**src/rtl/udp_rx_pkg.sv**
```systemverilog
// UDP receive slot shared definitions
// Stream word, header field types, payload FIFO sizing and the
// Ethernet II / IPv4 / UDP constants used by the receive path
package udp_rx_pkg;

    typedef struct packed {
        logic       last;   // End of frame
        logic [7:0] data;
    } stream_word_t;

    typedef logic [47:0] mac_addr_t;
    typedef logic [15:0] udp_port_t;

    ////////////////////////////////////////
    // Payload buffer
    ////////////////////////////////////////
    localparam int unsigned PAYLOAD_DEPTH      = 1024;
    localparam int unsigned PAYLOAD_ADDR_WIDTH = $clog2(PAYLOAD_DEPTH);

    ////////////////////////////////////////
    // Accepted header values
    ////////////////////////////////////////
    localparam logic [15:0] ETHERTYPE_IPV4   = 16'h0800;
    localparam logic [7:0]  IPV4_VERSION_IHL = 8'h45;   // IPv4, no options
    localparam logic [7:0]  IP_PROTOCOL_UDP  = 8'd17;
    localparam logic [15:0] UDP_HEADER_BYTES = 16'd8;

    // Byte offsets from the first destination MAC byte
    localparam logic [15:0] OFFSET_ETHERTYPE   = 16'd12;
    localparam logic [15:0] OFFSET_VERSION_IHL = 16'd14;
    localparam logic [15:0] OFFSET_PROTOCOL    = 16'd23;
    localparam logic [15:0] OFFSET_UDP_DEST    = 16'd36;
    localparam logic [15:0] OFFSET_UDP_LENGTH  = 16'd38;
    localparam logic [15:0] OFFSET_PAYLOAD     = 16'd42;

    ////////////////////////////////////////
    // Frame check sequence
    ////////////////////////////////////////
    localparam logic [31:0] CRC32_POLY    = 32'h04C11DB7;
    // Register after a good frame plus FCS, preset to ones, no inversion
    localparam logic [31:0] CRC32_RESIDUE = 32'hDEBB20E3;

endpackage

```
**src/rtl/udp_receive_handler.sv**
```systemverilog
`timescale 1ns/100ps
// UDP receive handler
// Acts on the parser verdict. A good frame is drained from the payload
// FIFO to the output stream while out_enable is high, with last on the
// final byte. A bad frame is flushed from the FIFO.
module udp_receive_handler
    import udp_rx_pkg::*;
(
    input  logic                        clock,
    input  logic                        rst_n,
    input  logic                        good_packet,
    input  logic                        bad_packet,
    input  logic                        out_enable,
    input  logic [7:0]                  fifo_read_data,
    input  logic                        fifo_read_data_valid,
    input  logic [PAYLOAD_ADDR_WIDTH:0] fifo_count,
    output logic                        fifo_read_enable,
    output logic                        fifo_flush,
    output logic                        slot_free,
    output stream_word_t                out_data,
    output logic                        out_valid
);

    typedef enum logic [1:0] {
        IDLE,
        DRAIN,
        FLUSH
    } state_t;

    state_t                      state;
    logic [PAYLOAD_ADDR_WIDTH:0] out_left;      // Bytes still to emit
    logic                        skid_valid;
    logic [7:0]                  skid_data;

    assign slot_free  = (state == IDLE) && (fifo_count == '0);
    assign fifo_flush = (state == FLUSH);

    // FIFO holds only this frame, so its count is the reads left
    assign fifo_read_enable = (state == DRAIN) && out_enable && (fifo_count != '0);

    // Skid word goes first; it never coincides with fresh read data
    assign out_valid     = (state == DRAIN) && out_enable && (skid_valid || fifo_read_data_valid);
    assign out_data.data = skid_valid ? skid_data : fifo_read_data;
    assign out_data.last = (out_left == 1);

    ////////////////////////////////////////
    // Control
    ////////////////////////////////////////
    always_ff @(posedge clock or negedge rst_n) begin
        if (!rst_n) begin
            state      <= IDLE;
            out_left   <= '0;
            skid_valid <= 1'b0;
        end else begin
            case (state)
                IDLE: begin
                    out_left <= fifo_count;     // Frame length on the verdict
                    if (bad_packet) begin
                        state <= FLUSH;
                    end else if (good_packet && fifo_count != '0) begin
                        state <= DRAIN;
                    end
                end
                DRAIN: begin
                    if (out_valid) begin
                        out_left <= out_left - 1'b1;
                        if (out_left == 1) begin
                            state <= IDLE;
                        end
                    end
                end
                FLUSH:   state <= IDLE;
                default: state <= IDLE;
            endcase

            if (fifo_read_data_valid && !out_enable) begin
                skid_valid <= 1'b1;             // Held off by the sink
            end else if (out_enable) begin
                skid_valid <= 1'b0;
            end
        end
    end

    always_ff @(posedge clock) begin
        if (fifo_read_data_valid && !out_enable) begin
            skid_data <= fifo_read_data;
        end
    end

endmodule

```
**config.mk**
```make
export PLATFORM = sky130hd
export DESIGN_NAME = udp_receive_handler
export DESIGN_NICKNAME = d
export VERILOG_FILES = /design/src/rtl/udp_rx_pkg.sv /design/src/rtl/udp_receive_handler.sv
export SDC_FILE = /design/constraint.sdc
export NUM_CORES = 1
export LEC_CHECK = 0
export ABC_AREA = 1
export BUFFER_PORTS_ARGS = -buffer_cell sky130_fd_sc_hd__buf_2
export CORE_MARGIN = 2
export CORE_UTILIZATION = 55
export DETAILED_ROUTE_END_ITERATION = 6
export PLACE_DENSITY = 0.83
export SETUP_SLACK_MARGIN = 0.3
export SKIP_LAST_GASP = 1
export SLEW_MARGIN = 15
export SYNTH_ARGS = -nofsm -noshare
export SYNTH_HDL_FRONTEND = slang
export SYNTH_SLANG_ARGS = --single-unit
```
**constraint.sdc**
```tcl
create_clock -name clock -period 2.4 [get_ports clock]
set_input_delay 0.12 -clock clock [delete_from_list [all_inputs] [get_ports clock]]
set_output_delay 0.12 -clock clock [all_outputs]
set_load 0.05 [all_outputs]
```
=== After elaboration in Yosys (flattened, before gate mapping) ===
Index checks and enable logic that the tools add are counted.

* $add $sub $neg: 1
* Equality and inequality tests: 6
* Reductions and logical operators: 15
* Multiplexer cells: 10

{| class="wikitable"
|+ Operators by type and width
! cell !! number
|-
| $pmux W11 S2 || 1
|-
| $eq A11 B1 Y1 const B || 1
|-
| $logic_not A11 Y1 || 1
|-
| $mux W11 || 1
|-
| $reduce_bool A11 Y1 || 1
|-
| $sub A11 B1 Y11 const B || 1
|-
| $mux W2 || 4
|-
| $mux W8 || 1
|-
| $logic_and A1 B1 Y1 || 6
|-
| $ne A2 B2 Y1 const B || 2
|-
| $pmux W2 S2 || 1
|-
| $reduce_bool A2 Y1 || 2
|-
| $ne A3 B2 Y1 const B || 1
|-
| $reduce_and A3 Y1 || 1
|-
| $eq A2 B1 Y1 const B || 1
|-
| $eq A2 B2 Y1 const B || 1
|-
| $logic_not A2 Y1 || 1
|-
| $mux W1 || 2
|-
| $reduce_and A2 Y1 || 1
|-
| $logic_not A1 Y1 || 1
|-
| $logic_or A1 B1 Y1 || 1
|}

* Input bits: 25
* Output and inout bits: 13
* Register bits after elaboration: 22
* Word-level logic and storage cells: 36

=== Depth between registers and ports, before layout ===
Gate-level depths: netlist of the first run.

* Depth after elaboration: 5
* Mapped depth: 9
* Mapped depth without buffers: 9

=== Worst setup path before layout of the first run ===
No wires, ideal clock.

* Path kind: reg2out
* Start point: register state[1]
* End point: output port fifo_read_enable
* Data required time: 2.280 ns
* Data arrival time: 1.643 ns
* Setup slack: 0.637 ns
* Cell stages (with the launch flop): 6
* Cells stage by stage: dfrtp_1 > nor2_4 > buf_6 > buf_6 > nand2_1 > a21oi_1

* Word-level cells in the longest chain between the ends: 3

{| class="wikitable"
|+ RTL lines
! element !! RTL line !! text
|-
| from (decl) || udp_receive_handler.sv:30 || <nowiki>state_t state;</nowiki>
|-
| from (signal assigned) || udp_receive_handler.sv:51 || <nowiki>state <= IDLE;</nowiki>
|-
| from (signal assigned) || udp_receive_handler.sv:59 || <nowiki>state <= FLUSH;</nowiki>
|-
| from (signal assigned) || udp_receive_handler.sv:61 || <nowiki>state <= DRAIN;</nowiki>
|-
| $eq A2 B1 Y1 || udp_receive_handler.sv:39 || <nowiki>assign fifo_read_enable = (state == DRAIN) && out_enable && (fifo_count != '0);</nowiki>
|-
| $logic_and A1 B1 Y1 (2 in a row) || udp_receive_handler.sv:39 ||
|-
| to (decl) || udp_receive_handler.sv:17 || <nowiki>output logic fifo_read_enable,</nowiki>
|}

Every way passes these cells.

=== Final worst setup path of the first run ===
* Start point: register state[1]
* End point: output port out_valid

* Word-level cells in the longest chain between the ends: 3

{| class="wikitable"
|+ RTL lines
! element !! RTL line !! text
|-
| $eq A2 B1 Y1 || udp_receive_handler.sv:42 || <nowiki>assign out_valid = (state == DRAIN) && out_enable && (skid_valid || fifo_read_data_valid);</nowiki>
|-
| $logic_and A1 B1 Y1 (2 in a row) || udp_receive_handler.sv:42 ||
|-
| to (decl) || udp_receive_handler.sv:21 || <nowiki>output logic out_valid</nowiki>
|}

Every way passes these cells.

==> results of run 1 <==
-- cells in the mapped netlist, types with 2 or more instances --
library cell,n,share of area (%)
buf_6,3,2.3
nand2_1,57,15
inv_2,3,0.78
a21oi_1,6,2.1
nor2_1,18,4.7
a21oi_2,3,1.8
o21ai_1,6,2.1
o21ai_0,6,2.1
inv_1,23,6.0
nor2_2,2,0.87
nand4_1,2,0.87
ha_1,2,1.7
dfrtp_1,14,24
o21ai_2,4,2.4
nor2_4,2,1.6
edfxtp_1,8,17
nand3_1,13,4.5
-- power groups by stage --
stage	clock network, uW	logic [uW]	registers [uW]
2_1_floorplan	0	858	602
3_3_place_gp	0	931	626
3_5_place_dp	0	948	631
4_1_cts	284	955	623
5_1_grt	302	1070	644
6_report	281	957	624
-- area by class of cell --
cell class,instances,area [um^2]
fillers,223,733
flip-flops and latches,22,591
well taps,30,37.5
clock inverters,1,30.0
multi-input cells,132,686
clock buffers,3,22.5
repair buffers,45,265
inverters,28,113
-- stage by stage --
step                hold WS [ps]  cells  setup WS [ps]  instance area [um^2]
floorplan                   -176    186            637                  1440
global placement            43.9    249            886                  1610
detailed placement          47.0    249            838                  1610
CTS                         1.77    254            522                  1670
global route                8.51    261            418                  1740
finish                      12.2    261            521                  1740
-- worst reg2reg max path: stages, from the launching register on --
cell and delay, ps:
dfrtp_1 440, nor2_4 460, nand3_4 180, nand2_8 180, inv_4 70, nor2_1 80
nand2_1 50, o21ai_1 60
-- per-layer routing --
layer / share of wire [%] / GRT usage [%] / wire length [um]
met1: 42 / 25.5 / 1250
met3: 4.7 / 2.34 / 138
met2: 52 / 35.2 / 1550
met5: 0 / 0 / 0
met4: 0.95 / 4.53 / 28
-- cells by family after synthesis --
family,after synthesis,share of synthesized area (%)
AND/OR/NAND/NOR,102,33.3
AO/OA/AOI/OAI,28,12.5
buffers and inverters,32,11.5
flip-flops,22,40.9
adder cells (fa/ha/maj),2,1.73
-- final timing paths --
check | start | to | slack [ps] | depth (start not counted)
worst min-delay path | fifo_read_data[0] | skid_data[0] | 10 | 1
worst max register to register | state[1] | out_left[8] | 810 | 7
worst max-delay path | state[1] | out_valid | 520 | 4
min in group asynchronous | rst_n | out_left[4] | 230 | 2
max in group asynchronous | rst_n | out_left[10] | 1900 | 2
worst min register to register | out_left[10] | out_left[10] | 500 | 2
-- sequential cells by signal, indices dropped and copies added, names as in the netlist --
register    cells
out_left       11
skid_data       8
state           2
skid_valid      1
-- repair_timing --
| item | in CTS | in global routing |
|---|---|---|
| hold buffers | 1 | 7 |
| resized for setup | 0 | 0 |
| hold endpoints to repair | 14 | 7 |
==> results_dict.tcl, run 1 <==
set metrics [dict create \
    status "completed" \
    fp.dieH_um 55.2 \
    core_area_mm2 0.00248 \
    cts_tree "built" \
    worstSetupPathType "reg -> out" \
    clock-skew-final_ps 7.50 \
    slew_violations 0 \
    drt_iter0_markers 50 \
    critPathTopFamily "simple AND/OR/NAND/NOR gates" \
    syn-num-nets 213 \
    internal_power_uw 990 \
    track_usage_pct 19.7 \
    pwr-share-clk_pct 15.1 \
    antenna_found_initial 0 \
    post-route-util_pct 70.4 \
    synth_area_mm2 0.00144 \
    setup-violations-final 0 \
    h-tree-depth 1 \
    critical-path-max-stage-delay_ps 460 \
    fin_setup_tns_ps 0 \
    area_delta_synth_final_pct 20.9 \
    drv_cap 0 \
    ys_ff_latch 22 \
    ant_nets 0 \
    finalPower_uw 1860 \
    clkSinkCount 22 \
    critPathLaunchType "flop" \
    cp-end-kind "output pin" \
    grt_pass1_wl_um 4990 \
    fmax_ghz 0.532 \
    yosys_warnings 0 \
    drive_gt1_share_pct 27.7 \
    critPathRequiredTime_ps 2280 \
    die_w_um 55.2 \
    min_period_over_period_pct 78.3 \
    synth-edff-count 8 \
    period_minus_slack_ps 1880 \
    final_common_cell "nand2_1" \
    dieArea_mm2 0.00305 \
    p_sw_uw 872 \
    wire_per_inst_um 11.3 \
    final_cell_mix "57 x nand2_1, 37 x buf_2, 23 x inv_1" \
    arrival_ps 1760 \
    combPwrFrac_pct 51.4 \
    place_congestion 0.860 \
    ys_seq_area_share_pct 40.9 \
    port_buffers 37 \
    rsz0062_at_grt "false" \
    grt.overflow.total 0 \
    firstDrtPassIters 4 \
    cts_buffers 3 \
    p_leak_uw 0.000883 \
    initial_core_util_pct 58.2 \
    path_cells "nor2_4 > nand3_4 > inv_1 > buf_2" \
    hold_violations 0 \
    swShare_pct 46.8 \
    antenna_cells 0 \
    ctsRootBufferMaster "clkbuf_4" \
    netlist_instances 186 \
    power_density_mw_per_mm2 1070 \
    io_pins 38 \
    path_max_fanout 21 \
    hp-class "in -> reg" \
    timing.critical_path.buf_inv 2 \
    routed_wl_um 2960 \
    viasPerCell 5.09 \
    hpwlAfterDp_um 2250 \
    ys_async_sr_fraction_pct 63.6 \
    clkTransAtPathRegs_ps 130 \
    grt_max_degree 22 \
    ir_drop_mv 0.892 \
    rows 18 \
    cts_setup_buffers 0 \
    seqPwrFrac_pct 33.5 \
    crit_path_top_delay_cell "nor2_4" \
    worst_slew_pin_slew_ps 601 \
    synthFlopType "dfrtp_1" \
    drc_errors 0 \
    final_nets 259 \
    syn_area_per_cell_um2 7.76 \
    grt_pass1_vias 1200 \
    clock_latency_ps 300 \
    max-slew-margin-rel_pct 59.8 \
    num_vias 1328 \
    netlist-cell-type-count 31 \
    clk_path_buf_depth 2 \
]
No activity file was read; power rests on OpenSTA's default activity.
==> run 2: changes to the inputs <==
- CORE_UTILIZATION: 55 -> 52
- PLACE_DENSITY: 0.83 -> 0.79
- clock period: 2.4 -> 1.9 ns (I/O delays scaled with it)
==> run 2 against run 1 <==
Compared with the run above:
- via count grew 0.53%
- sequential share of layout area decreased by 1.7 points
- combinational power is 37% higher
- clock skew rose by 0.89 ps
- hold slack gained 35 ps
- die area rose by 5.3%
==> results_dict.tcl, run 2 (synthesized netlist as in run 1, its figures left out) <==
set metrics [dict create \
    fmax_ghz 0.651 \
    fp.dieH_um 56.7 \
    clkSinkCount 22 \
    core_area_mm2 0.00269 \
    dieArea_mm2 0.00321 \
    final_common_cell "nand2_1" \
    io_pins 38 \
    r2r-start "out_left[0]" \
    slew_violations 0 \
    antenna_cells 0 \
    largest_reg_flops 11 \
    r2r_cells 9 \
    power_density_mw_per_mm2 1340 \
    drt_iter0_markers 42 \
    drive_gt1_share_pct 30.0 \
    p_leak_uw 0.000935 \
    finalWorstSetupSlack_ps 364 \
    initial_core_util_pct 53.7 \
    rsz0062_at_grt "true" \
    clkTransAtPathRegs_ps 130 \
    multi_input_area_um2 696 \
    crit_path_end "out_data[8]" \
    port_buffers 37 \
    place_worst_setup_slack_ps 433 \
    regArea_um2 592 \
    clock_latency_ps 310 \
    stdcell_area_mm2 0.00184 \
    reg2reg_to "out_left[10]" \
    routed_wl_um 3200 \
    cts_buffers 3 \
    ant_nets 0 \
    cp-end-kind "output pin" \
    track_usage_pct 21.1 \
    worstSetupPathType "reg -> out" \
    max-slew-margin-rel_pct 56.7 \
    reg_top3 "out_left: 11 flops, skid_data: 8 flops, state: 2 flops" \
    fill_cells 228 \
    ctsRootBufferMaster "clkbuf_4" \
    num_vias 1335 \
    hp-class "in -> reg" \
    critPathLaunchType "flop" \
    ir_drop_mv 0.858 \
    grt_max_degree 18 \
    grt_pass1_wl_um 5440 \
    fin_cells 271 \
    rows 19 \
    period_minus_slack_ps 1540 \
    holdCritStartpoint "fifo_count[1]" \
    die_w_um 56.7 \
    final_nets 268 \
    post_dp_cell_area_mm2 0.00163 \
    cp-startpoint "out_left[5]" \
    viasPerCell 4.93 \
    timing.hold.ws_ps 47.4 \
    r2r_slack_ps 390 \
    final_cell_mix "57 x nand2_1, 36 x buf_2, 22 x inv_1" \
    area_delta_synth_final_pct 27.6 \
    grt.overflow.total 0 \
    clk_path_buf_depth 2 \
    regMostFlops "out_left" \
    critPathRequiredTime_ps 1800 \
    hpwlAfterDp_um 2200 \
    grt_pass1_vias 1235 \
    arrival_ps 1440 \
    hold_violations 0 \
    wire_per_inst_um 11.8 \
    firstDrtPassIters 4 \
    status "completed" \
    cts_tree "built" \
    worst_slew_pin_slew_ps 647 \
    antenna_found_initial 0 \
    place_congestion 0.811 \
    drv_cap 0 \
    min_period_over_period_pct 80.9 \
    h-tree-depth 1 \
    fin_setup_tns_ps 0 \
    drc_errors 0 \
    placed_cells 251 \
    clock-skew-final_ps 8.39 \
    path_max_fanout 5 \
    setup-violations-final 0 \
]
==> run 2: per-stage QoR <==
| stage | power, uW | utilization [%] |
|---|---|---|
| floorplan | 1850 | - |
| global placement | 2000 | 60.7 |
| detailed placement | 2020 | 60.7 |
| CTS | 2430 | 67.8 |
| global route | 2660 | 68.5 |
| finish | 2460 | 68.5 |
==> run 2: timing repair <==
action / in CTS / in global routing
pin swaps: 1 / 0
buffers inserted: 2 / 2
resized for setup: 2 / 2
endpoints found under the hold margin: 25 / 0
setup endpoints to repair: 3 / 4
hold buffers: 12 / 0
==> run 2: per-layer routing <==
| metal | track usage, % | wire (um) |
|---|---|---|
| met1 | 29.0 | 1500 |
| met2 | 35.4 | 1560 |
| met3 | 3.46 | 117 |
| met4 | 4.08 | 29 |
| met5 | 0 | 0 |
==> run 2: layout make-up <==
cell class | count | share of cell area (%)
repair buffers | 54 | 19.0
clock buffers | 3 | 1.22
flip-flops and latches | 22 | 32.2
clock inverters | 1 | 1.63
inverters | 28 | 6.12
multi-input cells | 132 | 37.8
well taps | 31 | 2.11
==> run 2: critical path: stages (launching register included) <==
cell and delay, ps:
dfrtp_1 450, nor2_1 130, nand2_1 140, nor3_4 220, buf_6 180
==> run 2: worst min-delay path by stage <==
stage / to / cells past startpoint / slack (ps)
6_report: out_left[1] / 3 / 50
5_1_grt: out_left[1] / 3 / 50
4_1_cts: out_left[1] / 3 / 40
3_5_place_dp: out_left[3] / 1 / 10
3_3_place_gp: out_left[3] / 1 / 10
2_1_floorplan: out_left[0] / 0 / -200
==> run 2: power by group <==
part	leakage, uW	internal (uW)	switching (uW)
clock	0.0000279	213	151
combinational	0.000665	453	859
sequential	0.000242	646	138
total	0.000935	1310	1150
