<file path="config.mk">
export PLATFORM = sky130hd
export DESIGN_NAME = ethernet_frame_parser
export DESIGN_NICKNAME = d
export VERILOG_FILES = /design/src/rtl/udp_rx_pkg.sv /design/src/rtl/ethernet_frame_parser.sv
export SDC_FILE = /design/constraint.sdc
export NUM_CORES = 1
export LEC_CHECK = 0
export ABC_AREA = 1
export ABC_CLOCK_PERIOD_IN_PS = 4300
export BUFFER_PORTS_ARGS = -buffer_cell sky130_fd_sc_hd__buf_2
export CAP_MARGIN = 20
export CORE_MARGIN = 1.5
export CORE_UTILIZATION = 55
export CTS_CLUSTER_SIZE = 12
export DETAILED_ROUTE_END_ITERATION = 16
export GPL_ROUTABILITY_DRIVEN = 0
export GPL_TIMING_DRIVEN = 1
export PLACE_DENSITY = 0.77
export SLEW_MARGIN = 20
export SYNTH_ARGS = -nofsm -noshare
export SYNTH_HDL_FRONTEND = slang
export SYNTH_SLANG_ARGS = --single-unit
export TNS_END_PERCENT = 1
</file>
<file path="constraint.sdc">
create_clock -name clock -period 4.3 [get_ports clock]
set_clock_uncertainty 0.1 [all_clocks]
set_input_delay 0.43 -clock clock [delete_from_list [all_inputs] [get_ports clock]]
set_output_delay 0.43 -clock clock [all_outputs]
set_load 0.1 [all_outputs]
</file>
<file path="src/rtl/udp_rx_pkg.sv">
// UDP receive slot shared definitions
// Stream word, header field types, payload FIFO sizing and the
// Ethernet II / IPv4 / UDP constants used by the receive path
package udp_rx_pkg;

    typedef struct packed {
        logic       last;   // End of frame
        logic [7:0] data;
    } stream_word_t;

    typedef logic [47:0] mac_addr_t;
    typedef logic [15:0] udp_port_t;

    ////////////////////////////////////////
    // Payload buffer
    ////////////////////////////////////////
    localparam int unsigned PAYLOAD_DEPTH      = 1024;
    localparam int unsigned PAYLOAD_ADDR_WIDTH = $clog2(PAYLOAD_DEPTH);

    ////////////////////////////////////////
    // Accepted header values
    ////////////////////////////////////////
    localparam logic [15:0] ETHERTYPE_IPV4   = 16'h0800;
    localparam logic [7:0]  IPV4_VERSION_IHL = 8'h45;   // IPv4, no options
    localparam logic [7:0]  IP_PROTOCOL_UDP  = 8'd17;
    localparam logic [15:0] UDP_HEADER_BYTES = 16'd8;

    // Byte offsets from the first destination MAC byte
    localparam logic [15:0] OFFSET_ETHERTYPE   = 16'd12;
    localparam logic [15:0] OFFSET_VERSION_IHL = 16'd14;
    localparam logic [15:0] OFFSET_PROTOCOL    = 16'd23;
    localparam logic [15:0] OFFSET_UDP_DEST    = 16'd36;
    localparam logic [15:0] OFFSET_UDP_LENGTH  = 16'd38;
    localparam logic [15:0] OFFSET_PAYLOAD     = 16'd42;

    ////////////////////////////////////////
    // Frame check sequence
    ////////////////////////////////////////
    localparam logic [31:0] CRC32_POLY    = 32'h04C11DB7;
    // Register after a good frame plus FCS, preset to ones, no inversion
    localparam logic [31:0] CRC32_RESIDUE = 32'hDEBB20E3;

endpackage

</file>
<file path="src/rtl/ethernet_frame_parser.sv">
`timescale 1ns/100ps
// Ethernet frame parser for the UDP receive slot
// Walks the Ethernet II, IPv4 and UDP headers by byte offset, filters on
// destination MAC, EtherType, version/IHL, protocol and UDP port, and
// writes the UDP payload to the payload FIFO. Every accepted byte also
// goes to the FCS checker. One cycle after the last byte a single good
// or bad verdict is issued.
module ethernet_frame_parser
    import udp_rx_pkg::*;
(
    input  logic         clock,
    input  logic         rst_n,
    input  stream_word_t receive_data,
    input  logic         receive_data_enable,
    input  mac_addr_t    mac_address,
    input  udp_port_t    udp_port,
    input  logic         fcs_ok,
    input  logic         slot_free,
    output logic         receive_data_ready,
    output logic [7:0]   crc_data,
    output logic         crc_enable,
    output logic         crc_last,
    output logic [7:0]   payload_data,
    output logic         payload_enable,
    output logic         good_packet,
    output logic         bad_packet
);

    logic        in_frame;
    logic        frame_end;         // Verdict cycle
    logic [15:0] byte_count;
    logic        reject;            // Sticky for the current frame
    logic        own_hit;
    logic        bcast_hit;
    logic [7:0]  length_hi;
    logic [15:0] payload_length;
    logic [15:0] payload_end;
    logic [15:0] length_next;

    logic        accept;
    logic        first_byte;
    logic [7:0]  mac_byte;
    logic        own_hit_next;
    logic        bcast_hit_next;
    logic        field_bad;
    logic        short_frame;

    ////////////////////////////////////////
    // Input side and checker feed
    ////////////////////////////////////////
    assign receive_data_ready = !in_frame && !frame_end && slot_free;
    assign accept             = receive_data_enable && (in_frame || receive_data_ready);
    assign first_byte         = (byte_count == 16'd0);

    assign crc_data   = receive_data.data;
    assign crc_enable = accept;
    assign crc_last   = receive_data.last;

    assign payload_end = OFFSET_PAYLOAD + payload_length;
    assign length_next = {length_hi, receive_data.data} - UDP_HEADER_BYTES;

    // Payload only, padding and FCS stay out
    assign payload_data   = receive_data.data;
    assign payload_enable = accept && !reject && (byte_count >= OFFSET_PAYLOAD) &&
                            (byte_count < payload_end);

    assign good_packet = frame_end && !reject && fcs_ok;
    assign bad_packet  = frame_end && (reject || !fcs_ok);

    ////////////////////////////////////////
    // Header field checks
    ////////////////////////////////////////
    always_comb begin
        mac_byte = 8'h00;
        for (int i = 0; i < 6; i++) begin
            if (byte_count[2:0] == 3'(i)) begin
                mac_byte = mac_address[47 - 8 * i -: 8];
            end
        end
        own_hit_next   = (first_byte || own_hit) && (receive_data.data == mac_byte);
        bcast_hit_next = (first_byte || bcast_hit) && (receive_data.data == 8'hff);

        case (byte_count)
            16'd5:                     field_bad = !own_hit_next && !bcast_hit_next;
            OFFSET_ETHERTYPE:          field_bad = receive_data.data != ETHERTYPE_IPV4[15:8];
            OFFSET_ETHERTYPE + 16'd1:  field_bad = receive_data.data != ETHERTYPE_IPV4[7:0];
            OFFSET_VERSION_IHL:        field_bad = receive_data.data != IPV4_VERSION_IHL;
            OFFSET_PROTOCOL:           field_bad = receive_data.data != IP_PROTOCOL_UDP;
            OFFSET_UDP_DEST:           field_bad = receive_data.data != udp_port[15:8];
            OFFSET_UDP_DEST + 16'd1:   field_bad = receive_data.data != udp_port[7:0];
            OFFSET_UDP_LENGTH + 16'd1: field_bad = length_next > 16'(PAYLOAD_DEPTH);
            default:                   field_bad = 1'b0;
        endcase

        // Last byte must sit at or after the final FCS byte
        short_frame = byte_count < payload_end + 16'd3;
    end

    ////////////////////////////////////////
    // Frame state
    ////////////////////////////////////////
    always_ff @(posedge clock or negedge rst_n) begin
        if (!rst_n) begin
            in_frame       <= 1'b0;
            frame_end      <= 1'b0;
            byte_count     <= 16'd0;
            reject         <= 1'b0;
            own_hit        <= 1'b0;
            bcast_hit      <= 1'b0;
            payload_length <= 16'd0;
        end else begin
            frame_end <= accept && receive_data.last;
            if (accept) begin
                reject <= (reject && !first_byte) || field_bad ||
                          (receive_data.last && short_frame);
                if (byte_count < 16'd6) begin
                    own_hit   <= own_hit_next;
                    bcast_hit <= bcast_hit_next;
                end
                if (byte_count == OFFSET_UDP_LENGTH + 16'd1) begin
                    payload_length <= length_next;
                end
                if (receive_data.last) begin
                    in_frame       <= 1'b0;
                    byte_count     <= 16'd0;
                    payload_length <= 16'd0;
                end else begin
                    in_frame <= 1'b1;
                    if (byte_count != 16'hffff) begin   // Saturate on giant frames
                        byte_count <= byte_count + 16'd1;
                    end
                end
            end
        end
    end

    always_ff @(posedge clock) begin
        if (accept && byte_count == OFFSET_UDP_LENGTH) begin
            length_hi <= receive_data.data;
        end
    end

endmodule

</file>
## Word level (Yosys, flattened, before mapping)

Cells that the tools add are included.

| word-level totals | value |
|---|---|
| latch bits | 0 |
| bits in registers | 45 |
| memories | 0 |
| RAM bits | 0 |
| memory bits (read-only) | 0 |

| cells by class | value |
|---|---|
| mux-type cells | 12 |
| multiply operators | 0 |
| eq/ne operators | 22 |
| reduce and logical (&&, ||, !) cells | 37 |
| div/mod/pow operators | 0 |
| bitwise logic cells | 0 |
| add/subtract/negate cells | 4 |
| magnitude comparators | 5 |
| shift-type cells | 0 |

Operator list:

| cell | count |
|---|---|
| equality test 16 x 6 -> 1 bit, second input constant | 4 |
| 2-to-1 mux 16 bit | 4 |
| equality test 16 x 4 -> 1 bit, second input constant | 3 |
| 2-to-1 mux 8 bit | 6 |
| < comparator 16 bit | 2 |
| adder 16 x 1 -> 16 bit, second input constant | 1 |
| adder 16 x 2 -> 16 bit, second input constant | 1 |
| adder 6 x 16 -> 16 bit, first input constant | 1 |
| equality test 16 x 3 -> 1 bit, second input constant | 1 |
| equality test 16 x 5 -> 1 bit, second input constant | 1 |
| >= comparator 16 x 6 -> 1 bit, second input constant | 1 |
| > comparator 16 x 11 -> 1 bit, second input constant | 1 |
| logical AND 1 bit | 16 |
| zero test 16 bit | 1 |
| < comparator 16 x 3 -> 1 bit, second input constant | 1 |
| != test 16 bit, second input constant | 1 |
| != test 8 bit | 2 |
| subtractor 16 x 4 -> 16 bit, second input constant | 1 |
| equality test 8 bit | 1 |
| equality test 8 bit, second input constant | 1 |
| != test 8 x 4 -> 1 bit, second input constant | 1 |
| != test 8 x 5 -> 1 bit, second input constant | 1 |
| != test 8 x 7 -> 1 bit, second input constant | 1 |
| case mux 1 bit (8 select lines) | 1 |
| other kinds (10) | 26 |

## Longest topological paths before layout

Gate-level depths: netlist of the first run.

| depth | value |
|---|---|
| word-level depth | 14 |
| depth in mapped cells | 26 |
| gate-level depth less buffers | 26 |

## Worst setup path before layout of the first run

No wires, ideal clock.

| timing path | value |
|---|---|
| path kind | reg2out |
| from | register payload_length[1] |
| to | output port payload_enable |
| cell stages (with the launch flop) | 19 |
| setup slack | -1.228 ns |
| path buffers | 0 |
| arrival | 4.998 ns |
| cells stage by stage | dfrtp_1 -> ha_1 -> o21ai_2 -> nand2_1 -> nand3_2 -> nor2_2 -> nand3_2 -> nor3_2 -> nand3_1 -> xnor2_1 -> inv_1 -> ha_1 -> nand2_1 -> inv_1 -> nand3_1 -> nor3_1 -> o21ai_0 -> o2111ai_1 -> nor4_1 |

| on the way | value |
|---|---|
| longest elaborated chain between the ends | 3 |

Ends and longest elaborated chain:

| item | RTL line | source |
|---|---|---|
| start: declaration | ethernet_frame_parser.sv:36 | `logic [15:0] payload_length;` |
| start signal: assignment | ethernet_frame_parser.sv:121 | `payload_length <= length_next;` |
| adder 6 x 16 -> 16 bit | ethernet_frame_parser.sv:59 | `assign payload_end = OFFSET_PAYLOAD + payload_length;` |
| < comparator 16 bit | ethernet_frame_parser.sv:65 | `(byte_count < payload_end);` |
| logical AND 1 bit | ethernet_frame_parser.sv:64 | `assign payload_enable = accept && !reject && (byte_count >= OFFSET_PAYLOAD) &&` |
| end: declaration | ethernet_frame_parser.sv:24 | `output logic payload_enable,` |

Every way passes these cells.

## Worst setup path in the final report of the first run

Same ends and word-level chain as after synthesis.

==> results of run 1 <==
==> cell usage in the layout, fill, tap and decap left out, types with 3 or more instances in the layout <==
| cell | Yosys | final |
|---|---|---|
| a21oi_1 | 32 | 32 |
| buf_2 | 8 | 98 |
| clkbuf_8 | 0 | 5 |
| dfrtp_1 | 37 | 37 |
| edfxtp_1 | 8 | 8 |
| ha_1 | 40 | 40 |
| inv_1 | 99 | 99 |
| inv_2 | 4 | 4 |
| nand2_1 | 217 | 217 |
| nand2_2 | 7 | 7 |
| nand3_1 | 70 | 70 |
| nand3_2 | 3 | 3 |
| nand4_1 | 14 | 14 |
| nor2_1 | 56 | 56 |
| nor2_2 | 9 | 9 |
| nor2_4 | 5 | 5 |
| nor3_1 | 15 | 15 |
| nor4_1 | 5 | 4 |
| o21ai_0 | 33 | 33 |
| o21ai_1 | 5 | 5 |
| or2_2 | 13 | 13 |
| xnor2_1 | 10 | 10 |
| xor2_1 | 22 | 22 |
==> logic make-up (layout without fill, tap and decap cells) <==
kind of cell	after synthesis	count (layout)	synth area share, %
simple gates	419	419	38.09
buf+inv	133	212	11.59
compound gates	88	88	10.28
flops	45	45	23.59
fa+ha+maj	40	40	10.12
xor+xnor	34	34	6.327
==> path summary, 6_finish.rpt <==
kind	startpoint	endpoint	slack, ns
setup / recovery	payload_length[1]$_DFFE_PN0P_	payload_enable	0.29
hold reg to reg	payload_length[5]$_DFFE_PN0P_	payload_length[5]$_DFFE_PN0P_	0.41
hold / removal	rst_n	byte_count[11]$_DFFE_PN0P_	0.12
setup reg to reg	payload_length[1]$_DFFE_PN0P_	reject$_DFFE_PN0P_	0.62
min in group clock	receive_data[4]	length_hi[4]$_DFFE_PP_	0.31
max in group asynchronous	rst_n	payload_length[11]$_DFFE_PN0P_	3.45
==> where the power goes <==
group | internal [mW] | switching [mW]
logic | 0.299 | 0.661
clock network | 0.119 | 0.162
registers | 0.465 | 0.0512
total | 0.883 | 0.875
==> metrics by stage <==
step                cell area (um2)  std cells  setup slack [ns]  hold slack (ns)  utilization, %
detailed placement             5414        938            0.5095           0.3595           62.08
global placement               5414        938            0.7103           0.3615           62.08
global route                   5510        946          0.008920           0.1858           63.19
finish                         5510        946            0.2880           0.1151           63.19
floorplan                      4959        759            0.5550          0.03441               -
CTS                            5508        946            0.1571           0.1483           63.16
==> sequential cells by signal, indices dropped and copies added, names as in the netlist <==
name and count:
own_hit 1, bcast_hit 1, length_hi 8, reject 1
payload_length 16, in_frame 1, frame_end 1, byte_count 16
==> timing repair <==
action / in CTS / in global routing
buffers inserted: 0 / 0
endpoints found under the setup margin: 0 / 1
gates resized for setup: 0 / 2
==> area by class of cell <==
type                    count  area share (%)
clock buffers               5           1.249
clock inverters             3          0.4541
inverters                 104           7.084
multi-input cells         581           58.42
flip-flops and latches     45           21.16
well taps                 108           2.452
repair buffers            100           9.173
==> layer usage <==
metal	share of wire, %	vias to the layer above	track usage, %
met5	0	-	0
met4	3.5	0	12.20
met3	5.3	35	3.508
met2	48	185	48.24
met1	43	2280	34.87
li1	-	2593	-
==> reports/results.ini, run 1 <==
[cts]
numCtsBuffers = 5
clock_sinks = 45
cts_tree = done
cts_max_path_buffers = 2
cts_hold_buf = 0
cts.reportedPaths.clkPinSlew_ns = 0.10
h-tree-depth = 2
worstSkewPairLatency_ns = 0.30
clock-root-buffer = clkbuf_8

[timing]
setup-violations-final = 0
fmax_mhz = 249.3
rsz0062_at_grt = false
hold_violations = 0
drv_slew = 0
relSlewSlack_pct = 34.34
min_period_ns = 4.012
finalCritPeriodShare_pct = 93.30
worst_pin_slew_ns = 0.9813
tns_ns = 0

[yosys]
synth_area_mm2 = 0.004943
ys_ff_latch = 45
synth_cells = 759
synth_warnings = 0
ys_top_cells_by_count = nand2_1 (217), inv_1 (99), nand3_1 (70), nor2_1 (56), ha_1 (40)
synth_cell_type_count = 44
yosysSeqAreaShare_pct = 23.59
syn_area_per_cell_um2 = 6.513
synth_top_area_cell = dfrtp_1
async_reset_ff_share_pct = 82.22
yosys-top-cells-area = dfrtp_1 (19%), nand2_1 (16%), ha_1 (10%), inv_1 (7.5%), nand3_1 (7.1%)
ys.flop_type = dfrtp_1
yosys.cell_count.top_type = nand2_1
synth_edf_count = 8
synth_fp_nets = 877
synth_top_area_share_pct = 18.73

[setup_path]
crit_required_ns = 3.77
path_class = reg -> out
critical_path_depth = 19
path_buf_inv = 3
cp-start-kind = register
crit_slowest_cell = dfrtp_1
end_kind = output pin
cp_top_family = simple AND/OR/NAND/NOR gates
worstPathArrival_ns = 3.48
cpPeakStageDelay_ns = 0.46
critPathMaxFanout = 6
crit_chain = ha_1 > o21ai_2 > nand2_1 > nand3_2 > nor2_2 > nand3_2 > nor3_2 > nand3_1 > xnor2_1 > inv_1 > ha_1 > nand2_1 > inv_1 > nand3_1 > nor3_1 > o21ai_0 > o2111ai_1 > nor4_4 > buf_4
worstRegToRegCells = 23

[floorplanning]
initial_core_util_pct = 56.69
ios = 100
die_w_um = 97.81
core_area_mm2 = 0.008721
num_rows = 34
dieHeight_um = 97.81
dieArea_mm2 = 0.009566

[routing]
drtIter0Drc = 282
wirelength_um = 12940
vias_per_cell = 5.384
wl_per_cell_um = 13.67
vias = 5093
antenna_left = 0
drt_first_pass_iters = 5
drc_errors = 0

[final_layout]
fill_cells = 833
insertedDiodeCount = 0
syn2layout_area_growth_pct = 11.47
multi_input_area_mm2 = 0.003219
regArea_mm2 = 0.001166
layout-drive-gt1-share_pct = 19.09
final_net_count = 955

[job]
cap_violations = 0

[grt]
antenna_found_initial = 0
grt_pass1_wl_um = 21980
grt_use_total_pct = 27.85
grt_pass1_vias = 4872
grt_max_degree = 38
grt.overflow.total = 0

[pwr]
power_density_mw_per_mm2 = 319.0
ir_drop_mv = 0.2321
finalPower_mw = 1.758
leakagePower_nw = 2.887

[run_status]
status = finished clean

[place]
post-dp-hpwl_um = 10430
portBuffers = 99

[hold_path]
hp-class = in -> async

Power figures use the tool's default switching activity.
==> run 2: changes to the inputs <==
--- a/config.mk
+++ b/config.mk
@@ -6,7 +6,7 @@
 export NUM_CORES = 1
 export LEC_CHECK = 0
 export ABC_AREA = 1
-export ABC_CLOCK_PERIOD_IN_PS = 4300
+export ABC_CLOCK_PERIOD_IN_PS = 4900
 export BUFFER_PORTS_ARGS = -buffer_cell sky130_fd_sc_hd__buf_2
 export CAP_MARGIN = 20
 export CORE_MARGIN = 1.5
@@ -14,7 +14,7 @@
 export CTS_CLUSTER_SIZE = 12
 export DETAILED_ROUTE_END_ITERATION = 16
 export GPL_ROUTABILITY_DRIVEN = 0
-export GPL_TIMING_DRIVEN = 1
+export GPL_TIMING_DRIVEN = 0
 export PLACE_DENSITY = 0.77
 export SLEW_MARGIN = 20
 export SYNTH_ARGS = -nofsm -noshare
==> constraint.sdc (replaced) <==
create_clock -name clock -period 4.9 [get_ports clock]
set_clock_uncertainty 0.1 [all_clocks]
set_input_delay 0.49 -clock clock [delete_from_list [all_inputs] [get_ports clock]]
set_output_delay 0.49 -clock clock [all_outputs]
set_load 0.1 [all_outputs]
==> run 2 against run 1 <==
Effect of this change: worst hold slack improved by 0.065 ns; final cell count increased by 3.0%; via count increased by 1.9%; routed wire length increased by 0.56%; utilization increased by 1.9 points; critical path type unchanged.
==> reports/results.ini, run 2 (same netlist as run 1, synthesis figures left out) <==
[setup_path]
critPathMaxFanout = 6  ; unchanged
cp-start-kind = register
end_kind = output pin
crit_required_ns = 4.31  ; +0.54 ns
cpPeakStageDelay_ns = 0.47  ; about the same
rr_startpoint = payload_length[1]$_DFFE_PN0P_
crit_chain = ha_1 > o21ai_2 > nand2_1 > nand3_2 > nor2_2 > nand3_2 > nor3_2 > nand3_1 > xnor2_1 > inv_1 > ha_1 > nand2_1 > inv_1 > nand3_1 > nor3_1 > o21ai_0 > o2111ai_1 > nor4_2 > buf_2
worstPathArrival_ns = 3.52  ; +0.04 ns
cp_top_family = simple AND/OR/NAND/NOR gates
path_class = reg -> out
r2r-end = reject$_DFFE_PN0P_
worstRegToRegCells = 25  ; +8.7%
crit_slowest_cell = buf_2
ff2ff_setup_slack_ns = 1.43  ; +0.81 ns
path_buf_inv = 3  ; unchanged

[routing]
vias = 5188  ; +1.9%
drt_first_pass_iters = 5  ; unchanged
wl_per_cell_um = 13.36  ; -2.3%
drtIter0Drc = 285  ; +1.1%
wirelength_um = 13010  ; +0.56%
drc_errors = 0  ; unchanged
antenna_left = 0  ; unchanged
vias_per_cell = 5.326  ; -1.1%

[job]
cap_violations = 0  ; unchanged

[timing]
setup-violations-final = 0  ; unchanged
rsz0062_at_grt = false
layout_setup_ws_ns = 0.7884  ; +0.5005 ns
finalCritPeriodShare_pct = 83.91
worst_pin_slew_ns = 0.8189  ; -0.1624 ns
min_period_ns = 4.112
hold_ws_ns = 0.1797  ; +0.06460 ns
hold_violations = 0  ; unchanged
drv_slew = 0  ; unchanged
tns_ns = 0  ; unchanged
fmax_mhz = 243.2
relSlewSlack_pct = 45.41  ; +11 points

[final_layout]
reg.largest.list = byte_count: 16 flops, payload_length: 16 flops, length_hi: 8 flops
fill_cells = 827  ; -0.72%
mostFrequentLayoutCells = nand2_1 (217), buf_2 (107), inv_1 (99)
finalInstanceArea_mm2 = 0.005675  ; +3.0%
syn2layout_area_growth_pct = 14.81
final_net_count = 983  ; +2.9%
insertedDiodeCount = 0  ; unchanged
layout_commonest_cell = nand2_1
layout-drive-gt1-share_pct = 21.13  ; +2.0 points

[grt]
antenna_found_initial = 0  ; unchanged
grt_use_total_pct = 27.73  ; -0.12 points
grt.overflow.total = 0  ; unchanged
grt_max_degree = 38  ; unchanged
grt_pass1_wl_um = 22070  ; +0.38%
grt_pass1_vias = 4911  ; +0.80%

[hold_path]
hp-class = in -> async

[cts]
worstSkewPairLatency_ns = 0.30  ; about the same
clock-root-buffer = clkbuf_8
numCtsBuffers = 5  ; unchanged
h-tree-depth = 2  ; unchanged
cts_max_path_buffers = 2  ; unchanged
ctsResizeCount = 0  ; unchanged
cts_tree = done
post_cts_buffers = 0  ; unchanged
cts_hold_buf = 0  ; unchanged
clock_sinks = 45  ; unchanged
cts.reportedPaths.clkPinSlew_ns = 0.08  ; -0.02 ns

[place]
placed_area_mm2 = 0.005585  ; +3.2%
dp_slack_ns = 1.101  ; +0.5918 ns
post-dp-hpwl_um = 10630  ; +1.9%
portBuffers = 99  ; unchanged

[run_status]
status = finished clean

[floorplanning]
die_w_um = 97.81  ; unchanged
dieArea_mm2 = 0.009566  ; unchanged
initial_core_util_pct = 56.69  ; unchanged
core_area_mm2 = 0.008721  ; unchanged
num_rows = 34  ; unchanged
ios = 100  ; unchanged
dieHeight_um = 97.81  ; unchanged

[pwr]
power_density_mw_per_mm2 = 277.7  ; -13%
ir_drop_mv = 0.2258  ; -2.7%
finalPower_mw = 1.576  ; -10%
leakagePower_nw = 2.996  ; +3.8%

[run 2: cell types whose count changed in the layout (fill, tap and decap cells not counted), moves of 2 or more]
cell,change
buf_4,+15
buf_2,+9
clkbuf_1,+6
inv_6,-2
[run 2: report_power, final]
part           total (mW)  switching [mW]  internal (mW)
sequential          0.448          0.0399          0.408
combinational       0.888           0.607          0.281
clock               0.239           0.124          0.115
total                1.58           0.771          0.805
[run 2: layout make-up]
type	count	area (um2)	share of cell area (%)
repair buffers	99	495.5	8.730
plain buffers	29	182.7	3.219
clock buffers	8	90.09	1.587
flip-flops and latches	45	1166	20.55
multi-input cells	581	3216	56.66
well taps	108	135.1	2.381
inverters	104	390.4	6.878
[run 2: how the worst max path moves through the flow]
stage	from	end	slack, ns	cells after the start
detailed placement	payload_length[1]$_DFFE_PN0P_	payload_enable	1.10	19
floorplan	payload_length[1]$_DFFE_PN0P_	payload_enable	0.48	18
finish	payload_length[1]$_DFFE_PN0P_	payload_enable	0.79	19
global route	payload_length[1]$_DFFE_PN0P_	payload_enable	0.36	19
global placement	payload_length[1]$_DFFE_PN0P_	payload_enable	1.15	19
CTS	payload_length[1]$_DFFE_PN0P_	payload_enable	0.77	19
[run 2: metrics by stage]
stage | cells | util, %
3_5_place_dp | 966 | 64.05
5_1_grt | 974 | 65.08
3_3_place_gp | 966 | 63.99
4_1_cts | 974 | 65.08
6_report | 974 | 65.08
2_1_floorplan | 759 | -
[run 2: metal layers]
layer	vias to the layer above	global-route usage (%)	wire length (um)
li1	2646	-	-
met1	2308	34.55	5517
met2	202	48.77	6243
met3	32	4.152	846
met4	0	10.00	401
met5	-	0	0
